### src/hw/guard_axi_pkg.sv
// Widths and response codes of the guarded AXI read channel
// One table entry exists per ID, so NumIds follows IdWidth directly
`default_nettype none

package guard_axi_pkg;

  // Four IDs keep the outstanding table small
  localparam int unsigned IdWidth   = 2;
  localparam int unsigned NumIds    = 2 ** IdWidth;
  localparam int unsigned AddrWidth = 32;
  localparam int unsigned DataWidth = 64;
  localparam int unsigned LenWidth  = 8;

  typedef logic [IdWidth-1:0]   id_t;
  typedef logic [AddrWidth-1:0] addr_t;
  typedef logic [DataWidth-1:0] data_t;
  typedef logic [LenWidth-1:0]  len_t;

  typedef logic [1:0] resp_t;

  localparam resp_t RespOkay   = 2'b00;
  localparam resp_t RespSlvErr = 2'b10;

endpackage

`default_nettype wire

### src/hw/guard_reg_pkg.sv
// Register map of the read guard, word offsets on a 32-bit bus
// Writes are whole-word, there are no byte strobes
// The clear bit of the control word reads back as zero
`default_nettype none

package guard_reg_pkg;

  localparam int unsigned RegAddrWidth = 32;
  localparam int unsigned RegDataWidth = 32;

  typedef logic [RegAddrWidth-1:0] reg_addr_t;
  typedef logic [RegDataWidth-1:0] reg_data_t;

  localparam reg_addr_t RegCtrl   = 32'h0;
  localparam reg_addr_t RegBudget = 32'h4;
  localparam reg_addr_t RegStatus = 32'h8;
  localparam reg_addr_t RegAddr   = 32'hC;

  // Budget and per-ID counters share this width
  localparam int unsigned CntWidth = 16;
  localparam logic [CntWidth-1:0] BudgetReset = CntWidth'(64);

  typedef struct packed {
    logic [RegDataWidth-4:0] reserved;
    logic                    clear;
    logic                    rst_on_timeout;
    logic                    enable;
  } ctrl_fields_t;

  typedef struct packed {
    logic [RegDataWidth-7:0] zero_hi;
    logic [1:0]              offending_id;
    logic [2:0]              zero_lo;
    logic                    tripped;
  } status_fields_t;

  typedef struct packed {
    logic [RegDataWidth-CntWidth-1:0] pad;
    logic [CntWidth-1:0]              value;
  } budget_fields_t;

  // One bus word, decoded according to the offset
  typedef union packed {
    ctrl_fields_t   ctrl;
    status_fields_t status;
    budget_fields_t budget;
    reg_data_t      raw;
  } reg_word_u;

endpackage

`default_nettype wire

### src/hw/guard_budget_timer.sv
// Wall-clock cycle counters, one per table entry, stalls included
// Counters saturate at all ones and restart on the entry's start pulse
`default_nettype none

module guard_budget_timer (
  input  logic                               clk_i,
  input  logic                               rst_n_i,
  input  logic [guard_axi_pkg::NumIds-1:0]   start_i,
  input  logic [guard_axi_pkg::NumIds-1:0]   busy_i,
  input  logic [guard_reg_pkg::CntWidth-1:0] budget_i,
  output logic [guard_axi_pkg::NumIds-1:0]   expire_o
);
  import guard_axi_pkg::*;
  import guard_reg_pkg::*;

  logic [CntWidth-1:0] cnt_q [NumIds];

  for (genvar i = 0; i < NumIds; i++) begin : gen_cnt

    always_ff @(posedge clk_i) begin
      if (!rst_n_i) begin
        cnt_q[i] <= '0;
      end else if (start_i[i]) begin
        cnt_q[i] <= '0;
      end else if (busy_i[i] && (cnt_q[i] != '1)) begin
        cnt_q[i] <= cnt_q[i] + 1'b1;
      end
    end

    // Stays high until the burst ends or the table is flushed
    assign expire_o[i] = busy_i[i] & (cnt_q[i] >= budget_i);

  end

endmodule

`default_nettype wire

### src/hw/guard_cfg_regs.sv
// Register bank; reads are combinational and ready echoes valid
// Status and captured address are read-only, writes to them flag an error
// A control write with the clear bit gives a single-cycle clear pulse
`default_nettype none

module guard_cfg_regs (
  input  logic                               clk_i,
  input  logic                               rst_n_i,
  input  guard_reg_pkg::reg_addr_t           reg_addr_i,
  input  logic                               reg_write_i,
  input  guard_reg_pkg::reg_data_t           reg_wdata_i,
  input  logic                               reg_valid_i,
  output guard_reg_pkg::reg_data_t           reg_rdata_o,
  output logic                               reg_error_o,
  output logic                               reg_ready_o,
  input  logic                               trip_i,
  input  guard_axi_pkg::id_t                 trip_id_i,
  input  logic                               tripped_i,
  input  guard_axi_pkg::addr_t               query_addr_i,
  output guard_axi_pkg::id_t                 query_id_o,
  output logic                               enable_o,
  output logic                               rst_on_timeout_o,
  output logic                               clear_o,
  output logic [guard_reg_pkg::CntWidth-1:0] budget_o
);
  import guard_axi_pkg::*;
  import guard_reg_pkg::*;

  reg_word_u           wword;
  reg_word_u           rword;
  logic                mapped;
  logic                ro_hit;
  logic                wr_ok;
  logic                enable_q;
  logic                rst_on_timeout_q;
  logic [CntWidth-1:0] budget_q;
  id_t                 trip_id_q;

  assign wword.raw = reg_wdata_i;

  always_comb begin
    mapped    = 1'b1;
    rword.raw = '0;
    case (reg_addr_i)
      RegCtrl: begin
        rword.ctrl.enable         = enable_q;
        rword.ctrl.rst_on_timeout = rst_on_timeout_q;
      end
      RegBudget: rword.budget.value = budget_q;
      RegStatus: begin
        rword.status.tripped      = tripped_i;
        rword.status.offending_id = trip_id_q;
      end
      RegAddr: rword.raw = query_addr_i;
      default: mapped = 1'b0;
    endcase
  end

  assign ro_hit      = (reg_addr_i == RegStatus) | (reg_addr_i == RegAddr);
  assign reg_error_o = reg_valid_i & (~mapped | (reg_write_i & ro_hit));
  assign reg_ready_o = reg_valid_i;
  assign reg_rdata_o = rword.raw;

  assign wr_ok   = reg_valid_i & reg_write_i & ~reg_error_o;
  assign clear_o = wr_ok & (reg_addr_i == RegCtrl) & wword.ctrl.clear;

  always_ff @(posedge clk_i) begin
    if (!rst_n_i) begin
      enable_q         <= 1'b0;
      rst_on_timeout_q <= 1'b0;
      budget_q         <= BudgetReset;
      trip_id_q        <= '0;
    end else begin
      if (wr_ok && (reg_addr_i == RegCtrl)) begin
        enable_q         <= wword.ctrl.enable;
        rst_on_timeout_q <= wword.ctrl.rst_on_timeout;
      end
      if (wr_ok && (reg_addr_i == RegBudget)) begin
        budget_q <= wword.budget.value;
      end
      if (trip_i) trip_id_q <= trip_id_i;
    end
  end

  // Latched ID also selects the address shown at RegAddr
  assign query_id_o       = trip_id_q;
  assign enable_o         = enable_q;
  assign rst_on_timeout_o = rst_on_timeout_q;
  assign budget_o         = budget_q;

endmodule

`default_nettype wire

### src/hw/guard_ctrl_fsm.sv
// Guard modes: bypass when disabled, monitor when enabled, tripped on a timeout
// irq_o and rst_req_o are registered and follow the tripped state
// With several expiring IDs the lowest one is reported
`default_nettype none

module guard_ctrl_fsm (
  input  logic                             clk_i,
  input  logic                             rst_n_i,
  input  logic                             enable_i,
  input  logic                             rst_on_timeout_i,
  input  logic                             clear_i,
  input  logic [guard_axi_pkg::NumIds-1:0] expire_i,
  output logic                             track_o,
  output logic                             block_o,
  output logic                             flush_o,
  output logic                             trip_o,
  output guard_axi_pkg::id_t               trip_id_o,
  output logic                             irq_o,
  output logic                             rst_req_o
);
  import guard_axi_pkg::*;

  typedef enum logic [1:0] {
    BYPASS,
    MONITOR,
    TRIPPED
  } state_e;

  state_e state_q;
  state_e state_d;

  always_comb begin
    trip_id_o = '0;
    for (int i = NumIds - 1; i >= 0; i--) begin
      if (expire_i[i]) begin
        trip_id_o = id_t'(i);
      end
    end
  end

  assign trip_o  = (state_q == MONITOR) & enable_i & (|expire_i);
  assign track_o = (state_q != BYPASS);
  assign block_o = (state_q == TRIPPED);
  assign flush_o = track_o & (~enable_i | (block_o & clear_i));

  always_comb begin
    state_d = state_q;
    case (state_q)
      BYPASS:  if (enable_i) state_d = MONITOR;
      MONITOR: begin
        if (!enable_i) state_d = BYPASS;
        else if (|expire_i) state_d = TRIPPED;
      end
      TRIPPED: begin
        if (!enable_i) state_d = BYPASS;
        else if (clear_i) state_d = MONITOR;
      end
      default: state_d = BYPASS;
    endcase
  end

  always_ff @(posedge clk_i) begin
    if (!rst_n_i) begin
      state_q   <= BYPASS;
      irq_o     <= 1'b0;
      rst_req_o <= 1'b0;
    end else begin
      state_q   <= state_d;
      irq_o     <= (state_d == TRIPPED);
      rst_req_o <= (state_d == TRIPPED) & rst_on_timeout_i;
    end
  end

endmodule

`default_nettype wire

### src/hw/guard_txn_table.sv
// One outstanding burst per ID; a second AR on a busy ID stalls while tracking
// Forwarding of AR valid and ready is decided here only
// Entries are only set while tracking, flush_i empties the table
`default_nettype none

module guard_txn_table (
  input  logic                             clk_i,
  input  logic                             rst_n_i,
  input  guard_axi_pkg::id_t               ar_id_i,
  input  guard_axi_pkg::addr_t             ar_addr_i,
  input  logic                             mgr_ar_valid_i,
  input  logic                             sub_ar_ready_i,
  input  guard_axi_pkg::id_t               r_id_i,
  input  logic                             r_last_i,
  input  logic                             r_valid_i,
  input  logic                             r_ready_i,
  input  logic                             track_i,
  input  logic                             block_i,
  input  logic                             flush_i,
  input  guard_axi_pkg::id_t               query_id_i,
  output logic                             ar_valid_o,
  output logic                             ar_ready_o,
  output logic [guard_axi_pkg::NumIds-1:0] busy_o,
  output logic [guard_axi_pkg::NumIds-1:0] start_o,
  output guard_axi_pkg::addr_t             query_addr_o
);
  import guard_axi_pkg::*;

  logic [NumIds-1:0] busy_q;
  logic [NumIds-1:0] done;
  addr_t             addr_q [NumIds];
  logic              fwd_en;
  logic              ar_hs;
  logic              r_done;

  // Busy IDs only hold back new ARs while tracking
  assign fwd_en = ~block_i & (~track_i | ~busy_q[ar_id_i]);

  assign ar_valid_o = mgr_ar_valid_i & fwd_en;
  assign ar_ready_o = sub_ar_ready_i & fwd_en;
  assign ar_hs      = mgr_ar_valid_i & sub_ar_ready_i & fwd_en;
  assign r_done     = r_valid_i & r_ready_i & r_last_i;

  always_comb begin
    start_o = '0;
    done    = '0;
    start_o[ar_id_i] = ar_hs & track_i;
    done[r_id_i]     = r_done;
  end

  // A burst ending this cycle no longer counts as busy
  assign busy_o = busy_q & ~done;

  always_ff @(posedge clk_i) begin
    if (!rst_n_i) begin
      busy_q <= '0;
    end else if (flush_i) begin
      busy_q <= '0;
    end else begin
      busy_q <= (busy_q & ~done) | start_o;
    end
  end

  // Captured burst addresses for the status readout
  always_ff @(posedge clk_i) begin
    for (int i = 0; i < NumIds; i++) begin
      if (start_o[i]) begin
        addr_q[i] <= ar_addr_i;
      end
    end
  end

  assign query_addr_o = addr_q[query_id_i];

endmodule

`default_nettype wire

### src/hw/read_guard_top.sv
// Read-path guard between a manager and a subordinate, AR and R channels only
// The R channel and AR payload pass through unchanged, AR handshake is gated
// irq_o stays high until software writes clear or drops enable
`default_nettype none

module read_guard_top (
  input  logic                     clk_i,
  input  logic                     rst_n_i,
  // Manager side
  input  guard_axi_pkg::id_t       mgr_ar_id_i,
  input  guard_axi_pkg::addr_t     mgr_ar_addr_i,
  input  guard_axi_pkg::len_t      mgr_ar_len_i,
  input  logic                     mgr_ar_valid_i,
  output logic                     mgr_ar_ready_o,
  output guard_axi_pkg::id_t       mgr_r_id_o,
  output guard_axi_pkg::data_t     mgr_r_data_o,
  output guard_axi_pkg::resp_t     mgr_r_resp_o,
  output logic                     mgr_r_last_o,
  output logic                     mgr_r_valid_o,
  input  logic                     mgr_r_ready_i,
  // Subordinate side
  output guard_axi_pkg::id_t       sub_ar_id_o,
  output guard_axi_pkg::addr_t     sub_ar_addr_o,
  output guard_axi_pkg::len_t      sub_ar_len_o,
  output logic                     sub_ar_valid_o,
  input  logic                     sub_ar_ready_i,
  input  guard_axi_pkg::id_t       sub_r_id_i,
  input  guard_axi_pkg::data_t     sub_r_data_i,
  input  guard_axi_pkg::resp_t     sub_r_resp_i,
  input  logic                     sub_r_last_i,
  input  logic                     sub_r_valid_i,
  output logic                     sub_r_ready_o,
  // Register bus
  input  guard_reg_pkg::reg_addr_t reg_addr_i,
  input  logic                     reg_write_i,
  input  guard_reg_pkg::reg_data_t reg_wdata_i,
  input  logic                     reg_valid_i,
  output guard_reg_pkg::reg_data_t reg_rdata_o,
  output logic                     reg_error_o,
  output logic                     reg_ready_o,
  output logic                     irq_o,
  output logic                     rst_req_o
);
  import guard_axi_pkg::*;
  import guard_reg_pkg::*;

  logic [NumIds-1:0]   busy;
  logic [NumIds-1:0]   start;
  logic [NumIds-1:0]   expire;
  logic                track;
  logic                block;
  logic                flush;
  logic                trip;
  id_t                 trip_id;
  id_t                 query_id;
  addr_t               query_addr;
  logic                enable;
  logic                rst_on_timeout;
  logic                clear;
  logic [CntWidth-1:0] budget;

  assign sub_ar_id_o   = mgr_ar_id_i;
  assign sub_ar_addr_o = mgr_ar_addr_i;
  assign sub_ar_len_o  = mgr_ar_len_i;

  assign mgr_r_id_o    = sub_r_id_i;
  assign mgr_r_data_o  = sub_r_data_i;
  assign mgr_r_resp_o  = sub_r_resp_i;
  assign mgr_r_last_o  = sub_r_last_i;
  assign mgr_r_valid_o = sub_r_valid_i;
  assign sub_r_ready_o = mgr_r_ready_i;

  guard_txn_table i_txn_table (
    .clk_i          ( clk_i          ),
    .rst_n_i        ( rst_n_i        ),
    .ar_id_i        ( mgr_ar_id_i    ),
    .ar_addr_i      ( mgr_ar_addr_i  ),
    .mgr_ar_valid_i ( mgr_ar_valid_i ),
    .sub_ar_ready_i ( sub_ar_ready_i ),
    .r_id_i         ( sub_r_id_i     ),
    .r_last_i       ( sub_r_last_i   ),
    .r_valid_i      ( sub_r_valid_i  ),
    .r_ready_i      ( mgr_r_ready_i  ),
    .track_i        ( track          ),
    .block_i        ( block          ),
    .flush_i        ( flush          ),
    .query_id_i     ( query_id       ),
    .ar_valid_o     ( sub_ar_valid_o ),
    .ar_ready_o     ( mgr_ar_ready_o ),
    .busy_o         ( busy           ),
    .start_o        ( start          ),
    .query_addr_o   ( query_addr     )
  );

  guard_budget_timer i_budget_timer (
    .clk_i    ( clk_i   ),
    .rst_n_i  ( rst_n_i ),
    .start_i  ( start   ),
    .busy_i   ( busy    ),
    .budget_i ( budget  ),
    .expire_o ( expire  )
  );

  guard_ctrl_fsm i_ctrl_fsm (
    .clk_i            ( clk_i          ),
    .rst_n_i          ( rst_n_i        ),
    .enable_i         ( enable         ),
    .rst_on_timeout_i ( rst_on_timeout ),
    .clear_i          ( clear          ),
    .expire_i         ( expire         ),
    .track_o          ( track          ),
    .block_o          ( block          ),
    .flush_o          ( flush          ),
    .trip_o           ( trip           ),
    .trip_id_o        ( trip_id        ),
    .irq_o            ( irq_o          ),
    .rst_req_o        ( rst_req_o      )
  );

  guard_cfg_regs i_cfg_regs (
    .clk_i            ( clk_i          ),
    .rst_n_i          ( rst_n_i        ),
    .reg_addr_i       ( reg_addr_i     ),
    .reg_write_i      ( reg_write_i    ),
    .reg_wdata_i      ( reg_wdata_i    ),
    .reg_valid_i      ( reg_valid_i    ),
    .reg_rdata_o      ( reg_rdata_o    ),
    .reg_error_o      ( reg_error_o    ),
    .reg_ready_o      ( reg_ready_o    ),
    .trip_i           ( trip           ),
    .trip_id_i        ( trip_id        ),
    .tripped_i        ( irq_o          ),
    .query_addr_i     ( query_addr     ),
    .query_id_o       ( query_id       ),
    .enable_o         ( enable         ),
    .rst_on_timeout_o ( rst_on_timeout ),
    .clear_o          ( clear          ),
    .budget_o         ( budget         )
  );

endmodule

`default_nettype wire

### config.mk
export PLATFORM = sky130hd
export DESIGN_NAME = read_guard_top
export DESIGN_NICKNAME = d
export VERILOG_FILES = /design/src/hw/guard_axi_pkg.sv /design/src/hw/guard_reg_pkg.sv /design/src/hw/guard_budget_timer.sv /design/src/hw/guard_cfg_regs.sv /design/src/hw/guard_ctrl_fsm.sv /design/src/hw/guard_txn_table.sv /design/src/hw/read_guard_top.sv
export SDC_FILE = /design/constraint.sdc
export NUM_CORES = 1
export LEC_CHECK = 0
export BUFFER_PORTS_ARGS = -buffer_cell sky130_fd_sc_hd__buf_2
export CAP_MARGIN = 30
export CELL_PAD_IN_SITES_DETAIL_PLACEMENT = 1
export CELL_PAD_IN_SITES_GLOBAL_PLACEMENT = 1
export CORE_MARGIN = 8
export CORE_UTILIZATION = 45
export CTS_CLUSTER_DIAMETER = 150
export DETAILED_ROUTE_END_ITERATION = 6
export GPL_TIMING_DRIVEN = 0
export MAX_ROUTING_LAYER = met4
export PLACE_DENSITY_LB_ADDON = 0.08
export SYNTH_ARGS = -nofsm -noshare
export SYNTH_HDL_FRONTEND = slang
export SYNTH_HIERARCHICAL = 1
export SYNTH_SLANG_ARGS = --single-unit
### constraint.sdc
create_clock -name clk_i -period 17.33 [get_ports clk_i]
set_clock_uncertainty 0.2 [all_clocks]
set_input_delay 0.8665 -clock clk_i [delete_from_list [all_inputs] [get_ports clk_i]]
set_output_delay 0.8665 -clock clk_i [all_outputs]
set_load 0.005 [all_outputs]
==> reports/results.ini, run 1 <==
[synthesis]
syn_area_sq_um = 12260
synth_nets = 1237
synth_largest_area_cell = edfxtp_1
synthTopCellsByArea = edfxtp_1, buf_4, ha_1
synthTopCellsByCount = edfxtp_1, buf_4, nor2_1
synth_top_area_frac = 0.4704
ys_seq_elements = 220
yosysWarningCount = 6
synthMostInstantiatedCell = edfxtp_1
synth_cell_types = 69
synth-seq-area-share = 0.5162
syn_inst = 986
postSynthAreaPerCell_sq_um = 12.43
synth_edf_count = 192
async_reset_ff_frac = 0
synthFlopType = edfxtp_1

[clock_tree]
clock_latency_ns = 0.53
cts_htree_levels = 1
clkSinkCount = 220
clock_path_buffers = 3
ctsResizeCount = 0
path_clk_slew_ns = 0.06
cts_tree = done
numCtsBuffers = 26
cts_setup_buffers = 0
hold_buffers = 0
root_buffer = clkbuf_16

[grt]
antenna_found_initial = 3
globalRoute.totalOverflow = 0
grt_pass1_wl_mm = 53.68
grt_pass1_vias = 9596
grtUsageTotal = 0.2134
grt_max_degree = 35

[setup_path]
critPathKind = in -> out
crit_required_ns = 16.26
path_cells = buf_2, nor4_2, nand4_2, nor3_1, clkbuf_1, and2_1, buf_2
cp.depth = 7
max_stage_delay_ns = 0.76
crit_fanout = 10
critPathBufInv = 3
slowest_stage = nor3_1
start_kind = primary input
critPathArrivalTime_ns = 3.24
reg2regPathDepth = 9
critPathTopFamily = simple AND/OR/NAND/NOR gates
crit_path_end_kind = output pin
path_common_cell = buf_2

[timing]
tightest_slew_ns = 0.9574
setup_slack_ns = 13.02
finalSetupViolCount = 0
relSlewSlack = 0.3617
rsz0062_at_grt = false
hold_violations = 0
holdWs_ns = 0.2676
slew_viol_final = 0
setup_tns_ns = 0
fin_crit_ns = 4.311
finalCritPeriodShare = 0.2488
max_freq_ghz = 0.2320

[die]
die-area_sq_um = 32770
core_area_sq_um = 26880
start_util = 0.4560
placementRows = 60
die-width_um = 181.0
fp.dieH_um = 181.0
ioPinCount = 334

[detailed_routing]
vias = 8705
drc = 0
drt-vias-per-instance = 5.344
ant_nets = 0
first_iter_violations = 376
dr.pass1.iters = 4
wl_mm = 35.07
avgRoutedWirePerCell_um = 21.53

[power]
p_sw_uw = 262.7
vdd_ir_drop_max_mv = 0.08534
comb_power_share = 0.069
swShare = 0.2133
p_seq_frac = 0.478
leakage_uw = 0.005840
intPower_uw = 968.8
p_clk_frac = 0.453
p_per_area_nw_per_um2 = 82.69

[run_status]
outcome = completed

[final_layout]
syn2layout_area_growth_pct = 21.51
final_net_count = 1517
drive_above_1_share = 0.3735
instances_no_fill = 1629

[placed_design]
dp_slack_ns = 12.93
dp.final_hpwl_mm = 26.61
portBuffers = 243
placed_cells = 1579
gp_congestion = 0.8036

[run]
cap_violations = 0

[min_path]
hp-class = reg -> reg
hold_depth = 2

[registers in the layout (all words and copies together), names as in the netlist]
signal and cells:
i_cfg_regs/query_id_o 2, i_txn_table/busy_q 4, i_cfg_regs/rst_on_timeout_o 1, i_cfg_regs/enable_o 1
i_txn_table/addr_q 128, i_ctrl_fsm/irq_o 1, i_cfg_regs/budget_o 16, i_budget_timer/cnt_q 64
i_ctrl_fsm/state_q 2, i_ctrl_fsm/rst_req_o 1
[placed cells by master (no fill, tap or decap), types with 28 or more instances in the layout]
| cell | instances |
|---|---|
| inv_1 | 32 |
| nand3_1 | 29 |
| buf_2 | 248 |
| nor2_1 | 101 |
| mux2i_1 | 33 |
| ha_1 | 68 |
| nand2_1 | 66 |
| mux4_2 | 34 |
| dfxtp_1 | 28 |
| edfxtp_1 | 192 |
| buf_4 | 119 |
[area by class of cell]
| cell class | count | area [sq um] |
|---|---|---|
| tap | 341 | 426.7 |
| multi-input combinational | 594 | 4763 |
| clock inverter | 15 | 177.7 |
| sequential | 220 | 6326 |
| clock buffer | 32 | 694.4 |
| buffer | 138 | 1054 |
| antenna | 3 | 7.507 |
| fill | 2865 | 11980 |
| inverter | 34 | 127.6 |
| timing repair buffer | 252 | 1315 |
[power groups by stage]
| stage | Sequential (uW) | Clock [uW] | Combinational, uW |
|---|---|---|---|
| after floorplan | 597 | 0 | 45.9 |
| after global placement | 600 | 0 | 82.7 |
| after detailed placement | 600 | 0 | 85.9 |
| after CTS | 588 | 569 | 86.5 |
| after global routing | 589 | 589 | 93.6 |
| final | 588 | 558 | 85.1 |
[worst paths after layout]
check | from | end | slack (ns)
min reg2reg | i_cfg_regs/rst_on_timeout_o | i_ctrl_fsm/rst_req_o | 0.27
max | reg_addr_i[0] | reg_rdata_o[28] | 13.02
min | i_cfg_regs/rst_on_timeout_o | i_ctrl_fsm/rst_req_o | 0.27
max reg2reg | i_ctrl_fsm/state_q[0] | i_budget_timer/cnt_q[0][15] | 13.51
[metrics by stage]
stage	util	area, sq um	power, uW
after global placement	0.5171	13900	682.2
final	0.5541	14890	1231
after detailed placement	0.5214	14010	685.6
after global routing	0.5541	14890	1272
after CTS	0.5538	14880	1244
after floorplan	-	12260	642.7
[cells by family (layout without fill, tap and decap cells)]
logic type / after synthesis / count (layout) / synth area share
adder cells (fa/ha/maj): 68 / 68 / 0.06942
flip-flops: 220 / 220 / 0.5162
multiplexers: 69 / 69 / 0.09127
AO/OA/AOI/OAI: 86 / 86 / 0.04758
AND/OR/NAND/NOR: 318 / 318 / 0.1413
other: 0 / 3 / 0
buffers and inverters: 172 / 471 / 0.09637
XOR/XNOR: 53 / 53 / 0.03788
[worst min-delay path: cells and delay by family (launching register included)]
| family | cells | cell delay, ns |
|---|---|---|
| simple gates | 2 | 0.10 |
| flops | 1 | 0.32 |
[routing by layer]
metal / vias to the layer above / wire, um / GRT usage
met3: 49 / 2112 / 0.04835
met5: - / 0 / -
met1: 4286 / 14170 / 0.2388
met4: 0 / 736 / 0.05313
li1: 4091 / - / -
met2: 279 / 18060 / 0.3819
Power figures use the tool's default switching activity.
==> run 2: changes to the inputs <==
- ABC_AREA: default -> 1
- CORE_UTILIZATION: 45 -> 40
- clock period: 17.33 -> 4.4 ns (I/O delays scaled with it)
==> run 2 against run 1 <==
Hold slack got worse by 0.25 ns. Largest cell class unchanged. Global-route usage up 0.24 points. Power grew to 3.9 times the previous value. Highest routed layer unchanged. Flip-flop and latch count unchanged. Critical endpoint is now reg_rdata_o[12].
==> reports/results.ini, run 2 <==
[clock_tree]
cts_setup_buffers = 0  ; unchanged
root_buffer = clkbuf_16
cts_tree = done
clock_latency_ns = 0.54  ; about the same
clock_path_buffers = 3  ; unchanged
clkSinkCount = 220  ; unchanged
numCtsBuffers = 26  ; unchanged
cts_htree_levels = 1  ; unchanged
hold_buffers = 63  ; +63
path_clk_slew_ns = 0.06  ; about the same
ctsResizeCount = 0  ; unchanged

[detailed_routing]
first_iter_violations = 501  ; +33%
avgRoutedWirePerCell_um = 19.15  ; -11%
vias = 10590  ; +22%
ant_nets = 0  ; unchanged
wl_mm = 40.64  ; +16%
dr.pass1.iters = 4  ; unchanged
drt-vias-per-instance = 4.992  ; -6.6%
drc = 0  ; unchanged

[synthesis]
synth-seq-area-share = 0.4966  ; -0.01957
synthTopCellsByArea = edfxtp_1, buf_4, ha_1
ys_seq_elements = 220  ; unchanged
synth_edf_count = 192  ; unchanged
synth_nets = 1614  ; +30%
synthFlopType = edfxtp_1
postSynthAreaPerCell_sq_um = 9.346  ; -25%
synthTopCellsByCount = nor2_1, edfxtp_1, nand2_1
yosysWarningCount = 6  ; unchanged
synth_largest_area_cell = edfxtp_1
syn_inst = 1363  ; +38%
synthMostInstantiatedCell = nor2_1
synth_cell_types = 45  ; -35%
async_reset_ff_frac = 0  ; unchanged
synth_top_area_frac = 0.4526  ; -0.01784
syn_area_sq_um = 12740  ; +3.9%

[grt]
grtUsageTotal = 0.2158  ; +0.002382
grt_pass1_vias = 11460  ; +19%
grt_max_degree = 27  ; -23%
busiest_layer = met2
globalRoute.totalOverflow = 0  ; unchanged
grt_util_met1 = 0.2606  ; +0.02187
grt_util_met3 = 0.03248  ; -0.01587
gr-usage-met2 = 0.3744  ; -0.007408
antenna_found_initial = 1  ; -2
grt_pass1_wl_mm = 63.54  ; +18%

[die]
start_util = 0.4047  ; -0.05127
core_area_sq_um = 31470  ; +17%
placementRows = 65  ; +8.3%
fp.dieH_um = 194.5  ; +7.4%
ioPinCount = 334  ; unchanged
die-area_sq_um = 37810  ; +15%
die-width_um = 194.5  ; +7.4%

[setup_path]
path_common_cell = buf_2
crit_required_ns = 3.98  ; -12.28 ns
start_kind = flip-flop
max_stage_delay_ns = 0.50  ; -0.26 ns
crit_path_end_kind = output pin
critPathTopFamily = buffers and inverters
slowest_stage = clkbuf_1
critPathArrivalTime_ns = 2.64  ; -0.60 ns
critPathKind = reg -> out
crit_fanout = 10  ; unchanged
critPathBufInv = 4  ; +1
path_cells = buf_2, inv_2, clkbuf_1, o21ai_0, o22ai_1, nand2_1, o21ai_1, buf_2

[min_path]
hp-class = in -> reg

[timing]
finalSetupViolCount = 0  ; unchanged
setup_slack_ns = 1.337  ; -11.68 ns
fin_crit_ns = 3.063
slew_viol_final = 0  ; unchanged
setup_tns_ns = 0  ; unchanged
max_freq_ghz = 0.3265
hold_violations = 0  ; unchanged
tightest_slew_ns = 0.7692  ; -0.1882 ns
finalCritPeriodShare = 0.6961
holdWs_ns = 0.01994  ; -0.2477 ns
rsz0062_at_grt = false
relSlewSlack = 0.4859  ; +0.1242

[power]
p_clk_frac = 0.435  ; -0.018
p_seq_frac = 0.484  ; +0.006
p_per_area_nw_per_um2 = 298.6  ; +260%
power_uw = 4786  ; +290%
p_sw_uw = 1081  ; +310%
vdd_ir_drop_max_mv = 0.2995  ; +250%
comb_power_share = 0.081  ; +0.012
swShare = 0.2259  ; +0.01258
leakage_uw = 0.006836  ; +17%
intPower_uw = 3705  ; +280%

[final_layout]
mostFrequentLayoutCell = buf_2
layout_common_cells = buf_2, nor2_1, edfxtp_1
drive_above_1_share = 0.2909  ; -0.08267
multiInputGateArea_sq_um = 4810  ; +0.97%
fin_util = 0.5092  ; -0.04489
largest_register = i_txn_table/addr_q
syn2layout_area_growth_pct = 25.81
final_net_count = 1952  ; +29%
seqCellArea_sq_um = 6326  ; unchanged
fillCellCount = 3674  ; +28%
largest_register_ffs = 128  ; unchanged

[placed_design]
dp_slack_ns = 1.426  ; -11.50 ns
gp_congestion = 0.8444  ; +5.1%
portBuffers = 243  ; unchanged
dp.final_hpwl_mm = 30.79  ; +16%

[run_status]
outcome = completed

[run]
cap_violations = 0  ; unchanged

[run 2: final timing paths]
check	start	end	slack (ns)	depth (start not counted)
min	reg_write_i	i_cfg_regs/budget_o[11]	0.02	4
max reg2reg	i_ctrl_fsm/state_q[1]	i_budget_timer/cnt_q[0][15]	1.56	9
max	i_cfg_regs/query_id_o[0]	reg_rdata_o[12]	1.34	8
min reg2reg	i_cfg_regs/budget_o[3]	i_cfg_regs/budget_o[3]	0.28	2
[run 2: final cells by class]
type                    instances  area share
flip-flops and latches        220      0.3947
multi-input cells             843      0.3001
repair buffers                310      0.1207
plain buffers                 145     0.06495
clock buffers                  31     0.04177
inverters                     155     0.03630
well taps                     402     0.03138
clock inverters                15    0.009915
diodes                          1   0.0001561
[run 2: through the flow]
step / instance area (sq um) / std cells
final: 16030 / 2122
after CTS: 16020 / 2121
after global placement: 14460 / 2008
after global routing: 16030 / 2122
after detailed placement: 14570 / 2012
after floorplan: 12740 / 1363
[run 2: power groups by stage]
stage	Combinational, uW	Sequential (uW)	Clock, uW
floorplan	190	2350	0
global placement	336	2360	0
detailed placement	348	2360	0
CTS	390	2320	2130
global route	429	2320	2210
finish	387	2320	2080
[run 2: logic make-up (layout without fill, tap and decap cells)]
family,Yosys count,after routing,share of synthesized area
simple gates,520,520,0.1864
buf+inv,300,656,0.1274
compound gates,222,222,0.1001
flops,220,220,0.4966
fa+ha+maj,68,68,0.06679
xor+xnor,33,33,0.02269
other cells,0,1,0
[run 2: worst reg2reg max path, cell delays in order, from the launching register on]
cell and delay [ns]:
dfxtp_1 0.40, inv_2 0.05, nor2_2 0.15, inv_1 0.11, nand4_4 0.18, nor2_4 0.13, nor3_1 0.38, nand2_4 0.15
buf_6 0.17, nand2_1 0.55
[run 2: routing by layer]
layer,part of all wire,up-vias
li1,-,5153
met1,0.44,5095
met2,0.50,285
met3,0.043,60
met4,0.021,0
met5,0,-
==> run 3: changes to the inputs <==
- clock period: 4.4 -> 3.1 ns (I/O delays scaled with it)
==> run 3 against run 2 <==
Via count rose by 0.52%. First-iteration DRC count up 3.4%. Hold slack improved by 0.038 ns. Sequential share of layout area is 0.39 points lower. Power rose by 42%. Design area up 1.0%. Global-route usage increased by 0.23 points. Core utilization grew 0.51 points. Cell count grew 0.75%. Critical endpoint is now reg_rdata_o[13]. Worst setup slack got worse by 1.2 ns. Non-clock buffer count is 16 higher.
==> reports/results.ini, run 3 (synthesis gave the netlist of run 2 again) <==
[final_layout]
largest_register_ffs = 128  ; unchanged
seqCellArea_sq_um = 6326  ; unchanged
largest_register = i_txn_table/addr_q
layout_common_cells = buf_2, nor2_1, edfxtp_1
mostFrequentLayoutCell = buf_2
syn2layout_area_growth_pct = 27.08
final_net_count = 1968  ; +0.82%
design_area_sq_um = 16190  ; +1.0%
fillCellCount = 3669  ; -0.14%
drive_above_1_share = 0.2888  ; -0.002106
multiInputGateArea_sq_um = 4810  ; unchanged
instances_no_fill = 2138  ; +0.75%

[setup_path]
start_kind = flip-flop
critPathTopFamily = buffers and inverters
cp-startpoint = i_cfg_regs/query_id_o[0]
path_common_cell = buf_2
crit_fanout = 10  ; unchanged
cp.depth = 7  ; -1
path_cells = buf_2, clkbuf_1, o21ai_0, o22ai_1, nand2_1, o21ai_1, buf_2
r2r_slack_ns = 0.28  ; -1.28 ns
critPathArrivalTime_ns = 2.59  ; -0.05 ns
slowest_stage = clkbuf_1
worstReg2RegStart = i_ctrl_fsm/state_q[1]
max_stage_delay_ns = 0.43  ; -0.07 ns
reg2regPathDepth = 9  ; unchanged
critPathKind = reg -> out
timing.rr.end = i_budget_timer/cnt_q[0][11]
crit_path_end_kind = output pin
critPathBufInv = 3  ; -1
cp-endpoint = reg_rdata_o[13]
crit_required_ns = 2.74  ; -1.24 ns

[timing]
rsz0062_at_grt = false
finalCritPeriodShare = 0.9512
tightest_slew_ns = 0.7668  ; -0.002387 ns
holdWs_ns = 0.05826  ; +0.03831 ns
hold_violations = 0  ; unchanged
setup_slack_ns = 0.1512  ; -1.186 ns
fin_crit_ns = 2.949
relSlewSlack = 0.4875  ; +0.001595
max_freq_ghz = 0.3391
slew_viol_final = 0  ; unchanged
finalSetupViolCount = 0  ; unchanged

[grt]
grt_pass1_vias = 11540  ; +0.70%
grt_pass1_wl_mm = 64.16  ; +0.98%
grt_max_degree = 27  ; unchanged
globalRoute.totalOverflow = 0  ; unchanged
antenna_found_initial = 1  ; unchanged
grtUsageTotal = 0.2181  ; +0.002285

[detailed_routing]
ant_nets = 0  ; unchanged
drt-vias-per-instance = 4.980  ; -0.23%
drc = 0  ; unchanged
wl_mm = 40.99  ; +0.84%
first_iter_violations = 518  ; +3.4%
avgRoutedWirePerCell_um = 19.17  ; about the same
dr.pass1.iters = 4  ; unchanged
vias = 10650  ; +0.52%

[clock_tree]
clock_path_buffers = 3  ; unchanged
numCtsBuffers = 26  ; unchanged
cts_tree = done
cts_setup_buffers = 0  ; unchanged
clock_latency_ns = 0.54  ; about the same
clkSinkCount = 220  ; unchanged
root_buffer = clkbuf_16
cts_htree_levels = 1  ; unchanged
path_clk_slew_ns = 0.06  ; about the same

[die]
fp.dieH_um = 194.5  ; unchanged
core_area_sq_um = 31470  ; unchanged
die-width_um = 194.5  ; unchanged
start_util = 0.4047  ; unchanged
die-area_sq_um = 37810  ; unchanged
ioPinCount = 334  ; unchanged
placementRows = 65  ; unchanged

[placed_design]
dp.final_hpwl_mm = 30.79  ; unchanged
portBuffers = 243  ; unchanged
placed_area_sq_um = 14570  ; unchanged
placed_cells = 2012  ; unchanged
dp_slack_ns = 0.1910  ; -1.235 ns
gp_congestion = 0.8444  ; unchanged

[power]
vdd_ir_drop_max_mv = 0.4243  ; +42%
p_per_area_nw_per_um2 = 419.8  ; +41%
power_uw = 6796  ; +42%
leakage_uw = 0.006938  ; +1.5%

[run_status]
outcome = completed

[run]
cap_violations = 0  ; unchanged

[min_path]
hp-class = in -> reg

## run 3: through the flow
| stage | util | TNS (ns) |
|---|---|---|
| after CTS | 0.5142 | 0 |
| after global routing | 0.5143 | 0 |
| after detailed placement | 0.4628 | 0 |
| final | 0.5143 | 0 |
| after global placement | 0.4594 | -108.36 |
| after floorplan | - | 0 |
## run 3: per-layer routing
| metal | track usage | vias up | wire [um] |
|---|---|---|---|
| li1 | - | 5187 | - |
| met1 | 0.2630 | 5109 | 17790 |
| met2 | 0.3815 | 296 | 20540 |
| met3 | 0.03161 | 56 | 1851 |
| met4 | 0.05120 | 0 | 806 |
| met5 | - | - | 0 |
## run 3: worst min path at each step
stage,from,to,slack (ns),cells past startpoint
after floorplan,mgr_ar_addr_i[0],i_txn_table/addr_q[0][0],0.05,0
after global placement,mgr_ar_addr_i[23],i_txn_table/addr_q[1][23],0.19,1
after detailed placement,mgr_ar_addr_i[5],i_txn_table/addr_q[3][5],0.19,1
after CTS,reg_addr_i[1],i_cfg_regs/rst_on_timeout_o,0.04,9
after global routing,reg_addr_i[0],i_cfg_regs/enable_o,0.11,9
final,mgr_r_ready_i,i_txn_table/busy_q[3],0.06,5
## run 3: power breakdown
group | switching, uW | internal [uW] | leakage [uW]
logic | 253 | 301 | 0.00451
clock network | 1240 | 1710 | 0.000389
registers | 44.3 | 3250 | 0.00204
## run 3: layout make-up
type | count | area share
clock inverters | 15 | 0.009816
diodes | 1 | 0.0001546
repair buffers | 326 | 0.1294
flip-flops and latches | 220 | 0.3908
multi-input cells | 843 | 0.2971
plain buffers | 145 | 0.06438
well taps | 402 | 0.03107
clock buffers | 31 | 0.04135
inverters | 155 | 0.03594
## run 3: repair_timing
action                                  in CTS  in global routing
endpoints found under the setup margin       0                  2
hold buffers                                79                  0
endpoints found under the hold margin      171                  0
gates resized for setup                      0                  2
## run 3: worst reg2reg max path, cell delays in order (launching register included)
cell and delay (ns):
dfxtp_1 0.40, inv_2 0.05, nor2_2 0.14, inv_1 0.11, nand4_4 0.18, nor2_4 0.12
nor3_1 0.38, nand2_4 0.14, buf_6 0.17, nand2_1 0.55
